**config.mk**
```make
export PLATFORM = sky130hd
export DESIGN_NAME = periph_resp_route
export DESIGN_NICKNAME = d
export VERILOG_FILES = /design/src/rtl/periph_xbar_pkg.sv /design/src/rtl/periph_resp_route.sv
export SDC_FILE = /design/constraint.sdc
export NUM_CORES = 1
export LEC_CHECK = 0
export BUFFER_PORTS_ARGS = -buffer_cell sky130_fd_sc_hd__buf_2
export CAP_MARGIN = 20
export CORE_ASPECT_RATIO = 1.2
export CORE_UTILIZATION = 40
export DETAILED_ROUTE_END_ITERATION = 8
export GPL_TIMING_DRIVEN = 0
export PLACE_DENSITY = 0.79
export SLEW_MARGIN = 20
export SYNTH_ARGS = -nofsm -noshare
export SYNTH_HDL_FRONTEND = slang
export SYNTH_SLANG_ARGS = --single-unit
```
**constraint.sdc**
```tcl
create_clock -name clk_i -period 4.3 [get_ports clk_i]
set_clock_uncertainty 0.2 [all_clocks]
set_input_delay 0.645 -clock clk_i [delete_from_list [all_inputs] [get_ports clk_i]]
set_output_delay 0.645 -clock clk_i [all_outputs]
set_load 0.01 [all_outputs]
```
**src/rtl/periph_xbar_pkg.sv**
```systemverilog
// Shared widths, region map constants and error response word for the cluster peripheral crossbar
package periph_xbar_pkg;

    ////////////////////////////////////////////////////////////////////////////
    // Bus widths
    ////////////////////////////////////////////////////////////////////////////

    // Master and slave address bus
    localparam int ADDR_WIDTH = 32;
    // Read and write data bus
    localparam int DATA_WIDTH = 32;

    ////////////////////////////////////////////////////////////////////////////
    // Region map
    ////////////////////////////////////////////////////////////////////////////

    // Address bits that select one 1 MB region
    localparam int REGION_MSB = 31;
    localparam int REGION_LSB = 20;
    localparam int REGION_W   = REGION_MSB - REGION_LSB + 1;

    // First region of the cluster space
    localparam logic [REGION_W-1:0] REGION_BASE = 12'h100;

    // Each cluster owns a block of four regions
    // Peripheral window sits at this offset inside the block
    localparam logic [REGION_W-1:0] PERIPH_OFFSET = 12'd2;

    // Width of the cluster identifier strap
    localparam int LOG_CLUSTER = 5;

    ////////////////////////////////////////////////////////////////////////////
    // Error responder
    ////////////////////////////////////////////////////////////////////////////

    // Read data for unmapped or out of range accesses
    localparam logic [DATA_WIDTH-1:0] ERR_RDATA = 32'hBADACCE5;

endpackage

```
**src/rtl/periph_resp_route.sv**
```systemverilog
// Response router, remembers who owns each slave handshake and steers read data back
`timescale 1ns/100ps

module periph_resp_route #(
    parameter int N_MASTER = 2,
    parameter int N_SLAVE  = 4
) (
    input  logic                                            clk_i,
    input  logic                                            rst_n_i,
    // Handshakes and winners from the arbiters
    input  logic [N_SLAVE-1:0]                              hs_i,
    input  logic [N_SLAVE*$clog2(N_MASTER)-1:0]             owner_i,
    // Slave responses
    input  logic [N_SLAVE-1:0]                              s_r_valid_i,
    input  logic [N_SLAVE*periph_xbar_pkg::DATA_WIDTH-1:0]  s_r_rdata_i,
    // Master responses
    output logic [N_MASTER-1:0]                             m_r_valid_o,
    output logic [N_MASTER*periph_xbar_pkg::DATA_WIDTH-1:0] m_r_rdata_o
);

    localparam int LOG_M = $clog2(N_MASTER);
    localparam int DW    = periph_xbar_pkg::DATA_WIDTH;

    // One outstanding request per slave, answered next cycle
    logic [N_SLAVE-1:0]            pend_q;
    logic [N_SLAVE-1:0][LOG_M-1:0] owner_q;

    always_ff @(posedge clk_i or negedge rst_n_i)
    begin
        if (!rst_n_i)
        begin
            pend_q <= '0;
        end
        else
        begin
            pend_q <= hs_i;
        end
    end

    // Owner only matters while pending
    always_ff @(posedge clk_i)
    begin
        owner_q <= owner_i;
    end

    ////////////////////////////////////////////////////////////////////////////
    // Steering
    ////////////////////////////////////////////////////////////////////////////

    // A master has one request in flight, so at most one slave matches it
    always_comb
    begin
        m_r_valid_o = '0;
        m_r_rdata_o = '0;
        for (int s = 0; s < N_SLAVE; s++)
        begin
            for (int m = 0; m < N_MASTER; m++)
            begin
                if (pend_q[s] && s_r_valid_i[s] && (owner_q[s] == LOG_M'(m)))
                begin
                    m_r_valid_o[m]            = 1'b1;
                    m_r_rdata_o[m*DW +: DW]   = s_r_rdata_i[s*DW +: DW];
                end
            end
        end
    end

    // Slaves answer only the cycle after their own handshake
    assert property (@(posedge clk_i) disable iff (!rst_n_i) (s_r_valid_i & ~pend_q) == '0);

endmodule

```
* After elaboration in Yosys (flattened, before gate mapping)
Index checks and enable logic that the tools add are counted.
** Word-level totals
- Bits in registers :: 8
- Input port bits :: 142
- Word-level logic and storage cells :: 37
** Operators by class
- Muxes and demuxes :: 16
- Bitwise logic cells :: 4
- Reductions and logical operators :: 12
** Operator list (count)
- 2-to-1 mux 32 bit :: 8
- logical AND 1 bit :: 12
- 2-to-1 mux 1 bit :: 8
- inverter 1 bit :: 4

* Longest topological paths before layout
- Depth after elaboration :: 6
- Depth in mapped cells :: 6
- Depth with buffers taken out :: 3

* Worst setup path before layout
OpenSTA, ideal clock, no wires.
- Path type :: input -> output
- From :: input port s_r_valid_i[1]
- To :: output port m_r_rdata_o[10] (netlist bit)
- Arrival time :: 1.621 ns
- Data required time :: 3.455 ns
- Path slack :: 1.834 ns
- Stages on the path :: 5
- Path buffers :: 2
- Cell sequence :: and3b_1 buf_2 buf_6 o311a_1 o2bb2ai_1
** On the way
- Cells in the longest elaborated chain, start to end :: 5
** Ends and longest elaborated chain
- start, declared :: line periph_resp_route.sv:14 : input logic [N_SLAVE-1:0] s_r_valid_i,
- logical AND 1 bit (2 in a row) :: line periph_resp_route.sv:59 : if (pend_q[s] && s_r_valid_i[s] && (owner_q[s] == LOG_M'(m)))
- 2-to-1 mux 32 bit (3 in a row) :: line periph_resp_route.sv:59
- end, declared :: line periph_resp_route.sv:18 : output logic [N_MASTER*periph_xbar_pkg::DATA_WIDTH-1:0] m_r_rdata_o
No other way between the ends.

* Worst setup path after layout
- From :: input port s_r_valid_i[1]
- To :: output port m_r_rdata_o[12] (netlist bit)
The elaborated chain is that of the path after synthesis.

==> results.sh <==
export IMPL_status="finished clean"
export IMPL_area_delta_synth_final_pct=41.5
export IMPL_die_y_um=94.7
export IMPL_dr_pass1_iters=5
export IMPL_cp_common_cell="buf_2"
export IMPL_vias=4394
export IMPL_post_route_period_util=0.685
export IMPL_portBuffers=207
export IMPL_synth_seq_cells=8
export IMPL_report_final_hold_viol_count=0
export IMPL_timing_fmax_mhz=339
export IMPL_overflow=0
export IMPL_cts_buffer_depth=2
export IMPL_wirelength_mm=12.9
export IMPL_htree_levels=1
export IMPL_cts_sinks=8
export IMPL_antenna_left=0
export IMPL_diodes=0
export IMPL_crit_path_cell_trace="buf_2, buf_2, buf_2, buf_2, nand4b_1, o311a_1, o2bb2ai_1, buf_2"
export IMPL_cp_slowest_cell="buf_2"
export IMPL_crit_type="in2out"
export IMPL_hold_ws_ps=17.9
export IMPL_pin_count=208
export IMPL_dieArea_mm2=0.00750
export IMPL_hpwlAfterDp_mm=9.72
export IMPL_cts_buffers=3
export IMPL_grt_max_degree=11
export IMPL_wl_per_cell_um=19.2
export IMPL_period_minus_slack_ps=2950
export IMPL_rsz0062_at_grt="no"
export IMPL_tightest_slew_ps=573
export IMPL_drc=0
export IMPL_slew_headroom=0.618
export IMPL_postCtsHoldBufs=0
export IMPL_grt_usage=0.327
export IMPL_cp_arrival_ps=2100
export IMPL_endpoint="m_r_rdata_o[12]"
export IMPL_clk_pin_slew_ps=40
export IMPL_antenna_found_initial=0
export IMPL_die_width_um=79.2
export IMPL_viasPerCell=6.56
export IMPL_end_kind="output pin"
export IMPL_grt_pass1_vias=4137
export IMPL_globalplace_congestion=0.902
export IMPL_p_per_area_mw_per_mm2=142
export IMPL_maxSlewViolCount=0
export IMPL_yosysTopAreaCell="a311o_1"
export IMPL_synth_cells=373
export IMPL_synth_nets=515
export IMPL_p_leak_uw=0.00199
export IMPL_syn_avg_cell_area_um2=7.67
export IMPL_root_buffer="clkbuf_8"
export IMPL_slowest_delay_ps=260
export IMPL_fin_tns_setup_ps=0
export IMPL_yosys_top_cells_area="a311o_1, o311a_1, nand4b_1, a22o_1, and4_1"
export IMPL_synthesis_area_mm2=0.00286
export IMPL_nFillCells=689
export IMPL_crit_fanout=10
export IMPL_nets=727
export IMPL_start_util=0.415
export IMPL_worstSetupStartpoint="s_r_valid_i[1]"
export IMPL_cap_violations=0
export IMPL_critPathLaunchType="primary input"
export IMPL_critPathRequiredTime_ps=3450
export IMPL_netlist_area_leader_share=0.112
export IMPL_yosysSeqAreaShare=0.0630
export IMPL_hold_class="in2async"
export IMPL_tritoncts="done"
export IMPL_rows=33
export IMPL_drtIter0Drc=319
export IMPL_cts_resized_gates=0
export IMPL_setup_viol=0
export IMPL_drive_gt1_frac=0.401
export IMPL_grt_first_pass_wirelength_mm=19.8
export IMPL_core_area_mm2=0.00690
export IMPL_synthDistinctLibCells=22
export IMPL_post_cts_buffers=0
export IMPL_ys_warn_count=0
export IMPL_irDropWorstVdd_v=0.000187
[how the worst min path moves through the flow]
stage / from / endpoint
4_1_cts: rst_n_i / pend_q[1]
3_3_place_gp: rst_n_i / pend_q[1]
6_report: rst_n_i / pend_q[1]
2_1_floorplan: rst_n_i / pend_q[0]
5_1_grt: rst_n_i / pend_q[1]
3_5_place_dp: rst_n_i / pend_q[1]
[kinds of logic after synthesis]
logic type,Yosys count,share of synthesized area
AND/OR/NAND/NOR,79,0.228
AO/OA/AOI/OAI,192,0.560
buffers and inverters,94,0.149
flip-flops,8,0.0630
[flip-flops by register name, summed over array words and instances, names as in the netlist]
name     count
owner_q      4
pend_q       4
[metal layers]
metal | GRT usage | part of all wire | up-vias
li1 | - | - | 1984
met1 | 0.397 | 0.40 | 2084
met2 | 0.596 | 0.50 | 296
met3 | 0.0329 | 0.082 | 30
met4 | 0.111 | 0.020 | 0
met5 | 0 | 0 | -
[stage by stage]
stage | total power [µW] | worst slack, ps | cell area [µm²] | std cells | util
after global routing | 616 | 1260 | 4050 | 670 | 0.587
after CTS | 574 | 1370 | 4050 | 670 | 0.587
final | 576 | 1350 | 4050 | 670 | 0.587
after floorplan | 302 | 1830 | 2860 | 373 | -
after global placement | 475 | 1400 | 4010 | 667 | 0.581
after detailed placement | 484 | 1380 | 4010 | 667 | 0.581
[where the power goes]
group | switching, µW | internal, µW | leakage [µW] | total [µW]
registers | 2.65 | 79.2 | 0.0000804 | 81.8
clock network | 25.6 | 60.3 | 0.0000216 | 85.9
logic | 216 | 192 | 0.00188 | 408
[cells in the final DEF (no fill, tap or decap)]
cell type  count
nand4b_1      33
and4_1        32
o2bb2ai_1     32
nand3_1        4
buf_6          7
buf_2        224
clkbuf_8       3
dfrtp_1        4
a22o_1        32
clkbuf_1      37
dfxtp_1        4
and3_1         3
nand2_1        1
o21ai_0       32
o311a_1       32
a311o_1       32
nand4_1        1
nor2_1         1
and3b_1        1
o21a_1        32
buf_1          1
inv_1         32
nand3b_1       3
[synthesized netlist by cell type]
| cell type | number |
|---|---|
| clkbuf_1 | 37 |
| nand4b_1 | 33 |
| a22o_1 | 32 |
| a311o_1 | 32 |
| and4_1 | 32 |
| inv_1 | 32 |
| o21a_1 | 32 |
| o21ai_0 | 32 |
| o2bb2ai_1 | 32 |
| o311a_1 | 32 |
| buf_2 | 17 |
| buf_6 | 7 |
| dfrtp_1 | 4 |
| dfxtp_1 | 4 |
| nand3_1 | 4 |
| and3_1 | 3 |
| nand3b_1 | 3 |
| and3b_1 | 1 |
| buf_1 | 1 |
| nand2_1 | 1 |
| nand4_1 | 1 |
| nor2_1 | 1 |
[area by class of cell]
cell class	instances	area, µm²	area share
repair buffers	207	1040	0.256
multi-input cells	271	2250	0.557
clock buffers	3	41.3	0.0102
flip-flops and latches	8	180	0.0445
plain buffers	62	307	0.0757
well taps	87	109	0.0269
inverters	32	120	0.0297
[worst max-delay path: cells and delay by family]
kind,cells,cell delay [ps]
AND/OR/NAND/NOR,1,130
buffers and inverters,5,990
AO/OA/AOI/OAI,2,340
(Power assumes the default switching activity.)
