$ cat config.mk
export PLATFORM = sky130hd
export DESIGN_NAME = periph_addr_dec
export DESIGN_NICKNAME = d
export VERILOG_FILES = /design/src/rtl/periph_xbar_pkg.sv /design/src/rtl/periph_addr_dec.sv
export SDC_FILE = /design/constraint.sdc
export NUM_CORES = 1
export LEC_CHECK = 0
export ABC_AREA = 1
export BUFFER_PORTS_ARGS = -buffer_cell sky130_fd_sc_hd__buf_2
export CORE_AREA = 2 2 39 41
export DETAILED_ROUTE_END_ITERATION = 10
export DIE_AREA = 0 0 41 43
export PLACE_DENSITY = 0.74
export REMOVE_ABC_BUFFERS = 1
export SETUP_SLACK_MARGIN = 0.02
export SLEW_MARGIN = 20
export SYNTH_ARGS = -nofsm -noshare
export SYNTH_HDL_FRONTEND = slang
export SYNTH_SLANG_ARGS = --single-unit
$ cat constraint.sdc
create_clock -name vclk -period 0.95
set_input_delay 0.0475 -clock vclk [all_inputs]
set_output_delay 0.0475 -clock vclk [all_outputs]
set_load 0.05 [all_outputs]
$ cat src/rtl/periph_xbar_pkg.sv
// Shared widths, region map constants and error response word for the cluster peripheral crossbar
package periph_xbar_pkg;

    ////////////////////////////////////////////////////////////////////////////
    // Bus widths
    ////////////////////////////////////////////////////////////////////////////

    // Master and slave address bus
    localparam int ADDR_WIDTH = 32;
    // Read and write data bus
    localparam int DATA_WIDTH = 32;

    ////////////////////////////////////////////////////////////////////////////
    // Region map
    ////////////////////////////////////////////////////////////////////////////

    // Address bits that select one 1 MB region
    localparam int REGION_MSB = 31;
    localparam int REGION_LSB = 20;
    localparam int REGION_W   = REGION_MSB - REGION_LSB + 1;

    // First region of the cluster space
    localparam logic [REGION_W-1:0] REGION_BASE = 12'h100;

    // Each cluster owns a block of four regions
    // Peripheral window sits at this offset inside the block
    localparam logic [REGION_W-1:0] PERIPH_OFFSET = 12'd2;

    // Width of the cluster identifier strap
    localparam int LOG_CLUSTER = 5;

    ////////////////////////////////////////////////////////////////////////////
    // Error responder
    ////////////////////////////////////////////////////////////////////////////

    // Read data for unmapped or out of range accesses
    localparam logic [DATA_WIDTH-1:0] ERR_RDATA = 32'hBADACCE5;

endpackage

$ cat src/rtl/periph_addr_dec.sv
// Address decoder instantiated once per master that routes its request to one slave line
`timescale 1ns/100ps

module periph_addr_dec #(
    parameter int N_SLAVE   = 4,
    parameter int ROUTE_LSB = 16,
    parameter int ROUTE_MSB = 17,
    parameter bit ALIAS_EN  = 1'b1,
    parameter logic [periph_xbar_pkg::REGION_W-1:0] ALIAS_BASE = 12'h000
) (
    input  logic                                   clk_i,
    input  logic                                   rst_n_i,
    input  logic [periph_xbar_pkg::LOG_CLUSTER-1:0] cluster_id_i,
    // Master side
    input  logic                                   req_i,
    input  logic [periph_xbar_pkg::ADDR_WIDTH-1:0] addr_i,
    output logic                                   gnt_o,
    // Arbiter side, one line per slave
    output logic [N_SLAVE-1:0]                     dec_req_o,
    input  logic [N_SLAVE-1:0]                     slv_gnt_i
);

    localparam int ROUTE_W  = ROUTE_MSB - ROUTE_LSB + 1;
    localparam int REGION_W = periph_xbar_pkg::REGION_W;

    logic [REGION_W-1:0] region;
    logic [REGION_W-1:0] periph_region;
    logic [ROUTE_W-1:0]  route_idx;
    logic                cluster_hit;
    logic                alias_hit;
    logic                idx_ok;
    // Selected slave independent of the request level
    logic [N_SLAVE-1:0]  sel_oh;

    ////////////////////////////////////////////////////////////////////////////
    // Window match
    ////////////////////////////////////////////////////////////////////////////

    assign region    = addr_i[periph_xbar_pkg::REGION_MSB:periph_xbar_pkg::REGION_LSB];
    assign route_idx = addr_i[ROUTE_MSB:ROUTE_LSB];

    // Four regions per cluster with peripherals at a fixed offset inside
    assign periph_region = periph_xbar_pkg::REGION_BASE
                         + (REGION_W'(cluster_id_i) << 2)
                         + periph_xbar_pkg::PERIPH_OFFSET;

    assign cluster_hit = (region == periph_region);
    // Alias window sees the local cluster without knowing its id
    assign alias_hit   = ALIAS_EN && (region == ALIAS_BASE + periph_xbar_pkg::PERIPH_OFFSET);

    // Index of the last slave and above belongs to the error responder
    assign idx_ok = (cluster_hit || alias_hit) && (int'(route_idx) < N_SLAVE - 1);

    ////////////////////////////////////////////////////////////////////////////
    // Request routing and grant back-routing
    ////////////////////////////////////////////////////////////////////////////

    always_comb
    begin
        sel_oh = '0;
        if (idx_ok)
        begin
            sel_oh[route_idx] = 1'b1;
        end
        else
        begin
            sel_oh[N_SLAVE-1] = 1'b1;
        end
    end

    assign dec_req_o = sel_oh & {N_SLAVE{req_i}};
    // Grant of the selected line only
    assign gnt_o     = |(sel_oh & slv_gnt_i);

    // Arbiters grant this master only on the line it requests
    assert property (@(posedge clk_i) disable iff (!rst_n_i) (slv_gnt_i & ~dec_req_o) == '0);

endmodule

Word level (Yosys, flattened, before mapping)
Index checks and enable logic that the tools add are counted.
{ "classes": {"add_sub_neg": 2, "magnitude_cmp": 3, "n_eq_ne": 2, "n_mux": 4, "bitwise_logic": 2, "reduce_logical": 4} }
{ "ops": {"columns": ["cell", "n"], "rows": [
  ["$eq 12x11->1", 1],
  ["$eq 12x2->1 const B", 1],
  ["$add 10x2->11 const B", 1],
  ["$add 9x7->10 const A", 1],
  ["$and 4x4->4", 2],
  ["$reduce_or 4->1", 1],
  ["$lt 2x3->1 const B", 1],
  ["$mux 3", 1],
  ["$demux 1 s2", 1],
  ["$ge 2x1->1 const B", 1],
  ["$logic_and 1x1->1", 2],
  ["$lt 2x2->1 const B", 1],
  ["$mux 1", 2],
  ["$logic_or 1x1->1", 1]
]} }
{ "totals": {"reg_bits": 0, "inputBits": 44, "output_inout_bits": 5, "word_cells": 17} }

Logic depth before layout (Yosys ltp)
Gate-level depths: netlist of the first run.
{ "depth": {"ltp_word": 8, "ltp_mapped": 11} }

Worst setup path after synthesis of the first run
OpenSTA, ideal clock, no wires.
{ "synth_path": {"path_type": "input port to output port", "start": "in addr_i[23] in the netlist's numbering", "end": "out dec_req_o[0]", "arrival_ns": 1.946, "t_required_ns": 0.902, "slack_ns": -1.043, "stages": 8, "path_buffers": 0, "cell_sequence": "inv_1 -> nand2_1 -> nand2_1 -> nor2_2 -> nand3_1 -> nand2_2 -> nand2_2 -> nor4_1"} }
{ "synth_via": {"elab_chain_len": 5, "word_cells_on_any_way": 6} }
{ "synth_lines": {"columns": ["item", "line_no", "text"], "rows": [
  ["start, declared", "periph_addr_dec.sv:16", "input logic [periph_xbar_pkg::ADDR_WIDTH-1:0] addr_i,"],
  ["$eq 12x11->1 / $eq 12x2->1 (equally long branches)", "periph_addr_dec.sv:47, periph_addr_dec.sv:49", null],
  ["$logic_or 1x1->1 (*)", "periph_addr_dec.sv:52", "assign idx_ok = (cluster_hit || alias_hit) && (int'(route_idx) < N_SLAVE - 1);"],
  ["$logic_and 1x1->1 (*)", "periph_addr_dec.sv:52", null],
  ["$mux 3 (*)", "periph_addr_dec.sv:61", "if (idx_ok)"],
  ["$and 4x4->4 (*)", "periph_addr_dec.sv:71", "assign dec_req_o = sel_oh & {N_SLAVE{req_i}};"],
  ["end, declared", "periph_addr_dec.sv:19", "output logic [N_SLAVE-1:0] dec_req_o,"]
]} }
Every way passes the cells marked *; elsewhere a longest branch is shown, timed or not.

Worst setup path in the final report of the first run
{ "layout_path": {"start": "in addr_i[24] in the netlist's numbering", "end": "out dec_req_o[0]"} }
Same word-level chain as after synthesis.

==> impl_metrics.tcl, run 1 <==
set metrics [dict create \
    hold_violations 0 \
    crit_path_start "addr_i[24]" \
    num-nets-final 136 \
    worst_slew_pin_slew_ps 263 \
    die_h_um 43 \
    fill_cells 157 \
    arrival_ps 1060 \
    path_buf_inv 3 \
    hold_path_class "primary input to output pin" \
    grt_usage_pct 11.1 \
    violations "setup timing" \
    num_rows 14 \
    drc 0 \
    regArea_um2 0 \
    seq_area_frac_synth_pct 0 \
    max_stage_delay_ps 200 \
    ios 49 \
    crit_cells 10 \
    drive_gt1_share_pct 57.8 \
    setup-violations-final 4 \
    grt_start_max_net_pins 6 \
    path_cells "buf_6 > inv_2 > nand2_1 > nand2_1 > nor2_2 > nand3_2 > nand2_4 > nand2_4 > nor4_4 > buf_6" \
    p_per_area_nw_per_um2 342 \
    synthCells 59 \
    cp_slowest_cell "nor4_4" \
    grt_pass1_wl_mm 1.47 \
    timing.final.crit_share_pct 117 \
    routed_wl_mm 1.00 \
    irDropWorstVdd_uv 105 \
    avgRoutedWirePerCell_um 9.46 \
    crit_fanout 5 \
    fin_util_pct 43.1 \
    rsz0062_at_grt "true" \
    syn_area_um2 258 \
    max_slew_margin_pct 82.4 \
    die_x_um 41 \
    power.total_w 0.000204 \
    port_buffers 29 \
    n_clock_buffer 0 \
    crit_family "simple AND/OR/NAND/NOR gates" \
    diodes 0 \
    cp.required_ps 900 \
    grt_pass1_vias 414 \
    max_cap_viol_count 0 \
    drtIter0Drc 4 \
    initial_core_util_pct 18.6 \
    yosysUniqueCellTypes 10 \
    setup_slack_ps -162 \
    via_per_inst 4.41 \
    crit_end "dec_req_o[0]" \
    drtPass1Iterations 4 \
    ys_warn_count 0 \
    crit_type "primary input to output pin" \
    synth_area_per_cell_um2 4.37 \
    vias 467 \
    p_leak_nw 0.345 \
    ant_nets 0 \
    dp_cells 106 \
    max_freq_mhz 899 \
    seq_cells 0 \
    fin_crit_ps 1110 \
    outcome "finished, violations left" \
    slew_violations 0 \
    grt-ovfl-total 0 \
    dp_hpwl_um 687 \
    finalNonFillerCells 106 \
    antenna_found_initial 0 \
    area_growth_pct 132 \
    most-common-layout-cells "14 x nand2_1, 14 x buf_2, 12 x buf_6" \
    gp_congestion 0.734 \
    core_area_um2 1380 \
    dieArea_um2 1760 \
    start_kind "primary input" \
    end_kind "output pin" \
]
## cells in the mapped netlist
cell type  instances  share of area [%]
nor2_1            10                 15
nor2_4             1                4.4
nor2_2             1                2.4
inv_1             15                 22
nand4_1            4                9.7
a21oi_1            1                1.9
nand2_2            2                4.9
nor4_1             3                7.3
nand2_1           20                 29
nand3_1            2                3.9
## per-stage QoR
| step | setup slack, ps | instance area [um^2] | hold slack, ps | setup TNS (ps) |
|---|---|---|---|---|
| after floorplan | -1040 | 258 | 279 | -3410 |
| after global placement | -208 | 438 | 540 | -780 |
| after detailed placement | -247 | 438 | 549 | -879 |
| after CTS | -134 | 546 | 504 | -436 |
| after global routing | -227 | 597 | 540 | -926 |
| final | -162 | 597 | 505 | -517 |
## worst min-delay path by stage
stage | start | end | slack [ps] | depth (start not counted)
3_3_place_gp | req_i | dec_req_o[0] | 540 | 4
5_1_grt | addr_i[16] | dec_req_o[2] | 540 | 4
4_1_cts | slv_gnt_i[3] | gnt_o | 500 | 6
6_report | slv_gnt_i[3] | gnt_o | 510 | 6
3_5_place_dp | addr_i[16] | dec_req_o[0] | 550 | 4
2_1_floorplan | addr_i[17] | dec_req_o[0] | 280 | 1
## layer usage
metal | GRT usage, % | share of wire (%) | wire [um] | up-vias
met5 | 0 | 0 | 0 | -
met4 | 2.00 | 1.7 | 17 | 0
met3 | 0.524 | 8.5 | 85 | 2
met2 | 21.6 | 56 | 559 | 23
met1 | 12.0 | 34 | 341 | 200
li1 | - | - | - | 242
## where the power goes
part / total, W / switching (W) / internal [W]
logic: 0.000204 / 0.000102 / 0.000102
registers: 0 / 0 / 0
clock network: 0 / 0 / 0
## kinds of logic (layout without fill, tap and decap cells)
group | count (synthesis) | after routing | share of synthesized area [%]
compound gates | 1 | 1 | 1.94
buf+inv | 15 | 46 | 21.8
simple gates | 43 | 43 | 76.2
## what timing repair did
action | CTS | global route
gates resized for setup | 24 | 16
pin swaps | 4 | 11
setup buffers | 0 | 0
setup endpoints to repair | 5 | 5
hold endpoints to repair | 0 | 0
hold buffers | 0 | 0
## layout make-up
| class | count | area (um^2) | area share, % |
|---|---|---|---|
| Inverter | 15 | 56.3 | 9.43 |
| Timing Repair Buffer | 31 | 250 | 41.9 |
| Multi-Input combinational cell | 44 | 270 | 45.3 |
| Tap cell | 16 | 20.0 | 3.35 |
(Power assumes the default switching activity.)
==> run 2: changes to the inputs <==
--- a/config.mk
+++ b/config.mk
@@ -7,10 +7,11 @@
 export LEC_CHECK = 0
 export ABC_AREA = 1
 export BUFFER_PORTS_ARGS = -buffer_cell sky130_fd_sc_hd__buf_2
-export CORE_AREA = 2 2 39 41
+export CELL_PAD_IN_SITES_DETAIL_PLACEMENT = 1
+export CELL_PAD_IN_SITES_GLOBAL_PLACEMENT = 1
+export CORE_UTILIZATION = 13
 export DETAILED_ROUTE_END_ITERATION = 10
-export DIE_AREA = 0 0 41 43
-export PLACE_DENSITY = 0.74
+export PLACE_DENSITY = 0.93
 export REMOVE_ABC_BUFFERS = 1
 export SETUP_SLACK_MARGIN = 0.02
 export SLEW_MARGIN = 20
==> impl_metrics.tcl, run 2 (synthesis results as in run 1) <==
set metrics [dict create \
    die_h_um 46.5 \
    max_slew_margin_pct 81.8 \
    area_growth_pct 160 \
    finalSetupTns_ps -667 \
    setup_slack_ps -160 \
    fin_crit_ps 1110 \
    max_stage_delay_ps 140 \
    grt-ovfl-total 0 \
    dieArea_um2 2160 \
    antenna_found_initial 0 \
    port_buffers 29 \
    die_x_um 46.5 \
    vias 473 \
    routed_wl_mm 1.32 \
    min_from "slv_gnt_i[3]" \
    dp_hpwl_um 978 \
    drtIter0Drc 1 \
    num-nets-final 138 \
    finalNonFillerCells 117 \
    setup-violations-final 5 \
    most-common-layout-cells "13 x buf_6, 12 x buf_2, 11 x nand2_1" \
    crit_fanout 5 \
    whs_path_depth 6 \
    cp.required_ps 900 \
    dp_cells 115 \
    worst_slew_pin_slew_ps 272 \
    final_common_cell "buf_6" \
    fin_util_pct 37.5 \
    outcome "finished, violations left" \
    path_cells "buf_6 > inv_1 > nand2_1 > nand2_1 > nor2_2 > nand3_2 > nand2_4 > nand2_4 > nand2_2 > nand2_2 > inv_2 > nand2_2 > buf_8" \
    rsz0062_at_grt "true" \
    regArea_um2 0 \
    power.total_w 0.000236 \
    drive_gt1_share_pct 70.7 \
    hold_buffers 0 \
    grt_pass1_vias 438 \
    drtPass1Iterations 2 \
    timing.final.crit_share_pct 117 \
    avgRoutedWirePerCell_um 11.3 \
    hold_violations 0 \
    max_cap_viol_count 0 \
    slew_violations 0 \
    irDropWorstVdd_uv 117 \
    via_per_inst 4.04 \
    initial_core_util_pct 14.5 \
    p_per_area_nw_per_um2 353 \
    drc 0 \
    end_kind "output pin" \
    violations "setup timing" \
    num_rows 15 \
    arrival_ps 1060 \
    crit_top_cell "nand2_2" \
    hold_path_class "primary input to output pin" \
    start_kind "primary input" \
    crit_family "simple AND/OR/NAND/NOR gates" \
    path_buf_inv 4 \
    max_freq_mhz 901 \
    grt_pass1_wl_mm 1.58 \
    min_to "gnt_o" \
    grt_start_max_net_pins 6 \
    n_clock_buffer 0 \
    p_leak_nw 0.361 \
    crit_type "primary input to output pin" \
    grt_usage_pct 9.64 \
    core_area_um2 1780 \
    diodes 0 \
    ant_nets 0 \
    cp_slowest_cell "buf_8" \
    ios 49 \
    gp_congestion 0.648 \
    seq_cells 0 \
]
==> run 2: cell count changes in the layout (fill, tap and decap cells not counted), sizes merged <==
cell	delta
buf	+2
==> run 2: routing by layer <==
layer | GRT usage, % | routed length, um | part of all wire (%) | vias up
li1 | - | - | - | 246
met1 | 10.1 | 485 | 37 | 213
met2 | 21.1 | 768 | 58 | 14
met3 | 0.392 | 66 | 5.0 | 0
met4 | 0 | 0 | 0 | 0
met5 | 0 | 0 | 0 | -
==> run 2: cell type report <==
type / count / area, um^2
fill: 234 / 1110
multi-input combinational: 44 / 300
timing repair buffer: 33 / 282
inverter: 15 / 56.3
tap: 25 / 31.3
==> run 2: report_power, final <==
group	internal [W]	total, W	switching (W)
Combinational	0.000119	0.000236	0.000117
Sequential	0	0	0
Clock	0	0	0
Total	0.000119	0.000236	0.000117
==> run 2: worst max path at each step <==
| stage | start | to | slack [ps] | cells past startpoint |
|---|---|---|---|---|
| after floorplan | addr_i[23] | dec_req_o[0] | -1040 | 8 |
| after global placement | addr_i[26] | dec_req_o[1] | -230 | 10 |
| after detailed placement | addr_i[26] | dec_req_o[0] | -290 | 10 |
| after CTS | cluster_id_i[4] | dec_req_o[0] | -140 | 9 |
| after global routing | addr_i[23] | gnt_o | -220 | 13 |
| final | addr_i[23] | gnt_o | -160 | 13 |
==> run 2: stage by stage <==
stage	setup WS (ps)	hold slack, ps	instance area [um^2]
after global placement	-227	542	449
after CTS	-145	522	559
final	-160	529	669
after detailed placement	-288	550	449
after floorplan	-1040	279	258
after global routing	-224	552	669
==> run 2: repair_timing <==
action / CTS / global route
setup endpoints to repair: 5 / 5
pin swaps: 2 / 9
gates resized for setup: 26 / 29
setup buffers: 0 / 2
gates cloned: 0 / 0
==> run 2: worst min-delay path, stage by stage <==
cell and delay [ps]:
buf_2 80, nand2_2 50, nand2_2 70, inv_2 30, nand2_2 60, buf_8 140
==> run 3: changes to the inputs <==
--- a/config.mk
+++ b/config.mk
@@ -5,13 +5,12 @@
 export SDC_FILE = /design/constraint.sdc
 export NUM_CORES = 1
 export LEC_CHECK = 0
-export ABC_AREA = 1
 export BUFFER_PORTS_ARGS = -buffer_cell sky130_fd_sc_hd__buf_2
 export CELL_PAD_IN_SITES_DETAIL_PLACEMENT = 1
 export CELL_PAD_IN_SITES_GLOBAL_PLACEMENT = 1
-export CORE_UTILIZATION = 13
+export CORE_UTILIZATION = 10
 export DETAILED_ROUTE_END_ITERATION = 10
-export PLACE_DENSITY = 0.93
+export PLACE_DENSITY = 0.9
 export REMOVE_ABC_BUFFERS = 1
 export SETUP_SLACK_MARGIN = 0.02
 export SLEW_MARGIN = 20
==> impl_metrics.tcl, run 3 <==
set metrics [dict create \
    outcome "finished, violations left" \
    violations "setup timing" \
    routed_wl_um 779 \
    fin_util_pct 28.3 \
    regArea_um2 0 \
    core_area_um2 1590 \
    netlist_top_cells_area "xnor2_1 24%, and4b_1 11%, nand4_1 10%, nor4b_2 8.4%, a211oi_2 7.0%" \
    dp_hpwl_um 632 \
    final_common_cell "buf_2" \
    crit_fanout 4 \
    num-nets-final 101 \
    yosys.area.top_type "xnor2_1" \
    ant_nets 0 \
    fin_crit_ps 1290 \
    yosysUniqueCellTypes 14 \
    avgRoutedWirePerCell_um 9.86 \
    start_kind "primary input" \
    drive_gt1_share_pct 69.1 \
    hold_buffers 0 \
    irDropWorstVdd_uv 101 \
    seq_cells 0 \
    syn_area_um2 179 \
    grt_pass1_wl_mm 1.19 \
    p_leak_nw 0.218 \
    finalSetupTns_ps -1600 \
    ios 49 \
    whs_path_depth 3 \
    die_h_um 44.3 \
    end_kind "output pin" \
    synth_area_per_cell_um2 8.13 \
    synthCells 22 \
    max_cap_viol_count 0 \
    hold_violations 0 \
    die_x_um 44.3 \
    n_clock_buffer 0 \
    grt_usage_pct 7.62 \
    use_met2_pct 17.6 \
    max_slew_margin_pct 81.4 \
    cp.required_ps 900 \
    min_to "gnt_o" \
    worst_slew_pin_slew_ps 277 \
    crit_type "primary input to output pin" \
    timing.final.crit_share_pct 136 \
    setup-violations-final 5 \
    grt_pass1_vias 314 \
    seq_area_frac_synth_pct 0 \
    via_per_inst 4.01 \
    hold_path_class "primary input to output pin" \
    grt-ovfl-total 0 \
    grt_start_max_net_pins 6 \
    top_usage_layer "met2" \
    initial_core_util_pct 11.2 \
    yosysMostFrequentCell "xnor2_1" \
    setup_slack_ps -345 \
    antenna_found_initial 0 \
    max_freq_mhz 772 \
    port_buffers 29 \
    most-common-layout-cells "22 x buf_2, 7 x buf_6, 5 x xnor2_1" \
    arrival_ps 1250 \
    slew_violations 0 \
    area_growth_pct 152 \
    p_per_area_nw_per_um2 338 \
    met1_usage_pct 7.32 \
    ys_warn_count 0 \
    num_rows 14 \
    yosysTopAreaCellShare_pct 24.5 \
    drtPass1Iterations 4 \
    vias 317 \
    rsz0062_at_grt "true" \
    dieArea_um2 1960 \
    synth_common_cells "5 x xnor2_1, 3 x nand4_1, 2 x and4b_1, 2 x nor2_1" \
    grtUsageMet3_pct 0.408 \
    drtIter0Drc 3 \
    min_from "slv_gnt_i[3]" \
    diodes 0 \
    drc 0 \
    gp_congestion 0.610 \
]
==> run 3: cell types whose count changed after synthesis, moves of 2 or more <==
cell     delta
nand2_1    -20
nand2_2     -2
nor2_1      -8
xnor2_1     +5
inv_1      -15
nor4_1      -2
and4b_1     +2
nand3_1     -2
==> run 3: repair_timing <==
item / 4_1_cts / 5_1_grt
hold endpoints to repair: 0 / 0
pin swaps: 4 / 3
gates resized for setup: 15 / 2
buffers inserted: 0 / 2
setup endpoints to repair: 5 / 5
==> run 3: where the power goes <==
| part | switching (W) | total, W | internal, W |
|---|---|---|---|
| Sequential | 0 | 0 | 0 |
| Combinational | 0.0000663 | 0.000152 | 0.0000859 |
| Clock | 0 | 0 | 0 |
==> run 3: logic make-up after synthesis <==
family / after synthesis / synth area share [%]
mux: 2 / 11.9
simple gates: 12 / 49.0
xor+xnor: 5 / 24.5
compound gates: 3 / 14.7
==> run 3: worst max-delay path by stage <==
stage,startpoint,to,slack (ps),cells past startpoint
after floorplan,addr_i[31],gnt_o,-280,4
after global placement,addr_i[31],gnt_o,-450,6
after detailed placement,addr_i[31],gnt_o,-480,6
after CTS,addr_i[20],gnt_o,-400,6
after global routing,addr_i[20],dec_req_o[2],-410,7
final,addr_i[20],dec_req_o[1],-340,7
==> run 3: per-layer routing <==
layer	wire length, um	part of all wire (%)	vias up
li1	-	-	155
met1	267	34	136
met2	432	55	26
met3	79	10	0
met4	0	0	0
met5	0	0	-
==> run 3: worst max-delay path, stage by stage <==
cell and delay, ps:
buf_6 100, nor4b_4 280, nand4_1 130, o21ai_2 200
buf_6 130, and4b_1 200, buf_6 160
==> run 3: layout make-up <==
class | instances | area [um^2]
Fill cell | 209 | 1140
Multi-Input combinational cell | 22 | 194
Tap cell | 24 | 30.0
Timing Repair Buffer | 33 | 226
==> run 3: stage by stage <==
step	hold WS (ps)	setup WS, ps	cell area, um^2	power (W)	instances
finish	454	-345	450	0.000152	79
global route	460	-415	450	0.000165	79
floorplan	368	-275	179	0.0000536	22
detailed placement	521	-481	369	0.000132	77
CTS	445	-405	429	0.000152	77
global placement	520	-450	369	0.000128	77
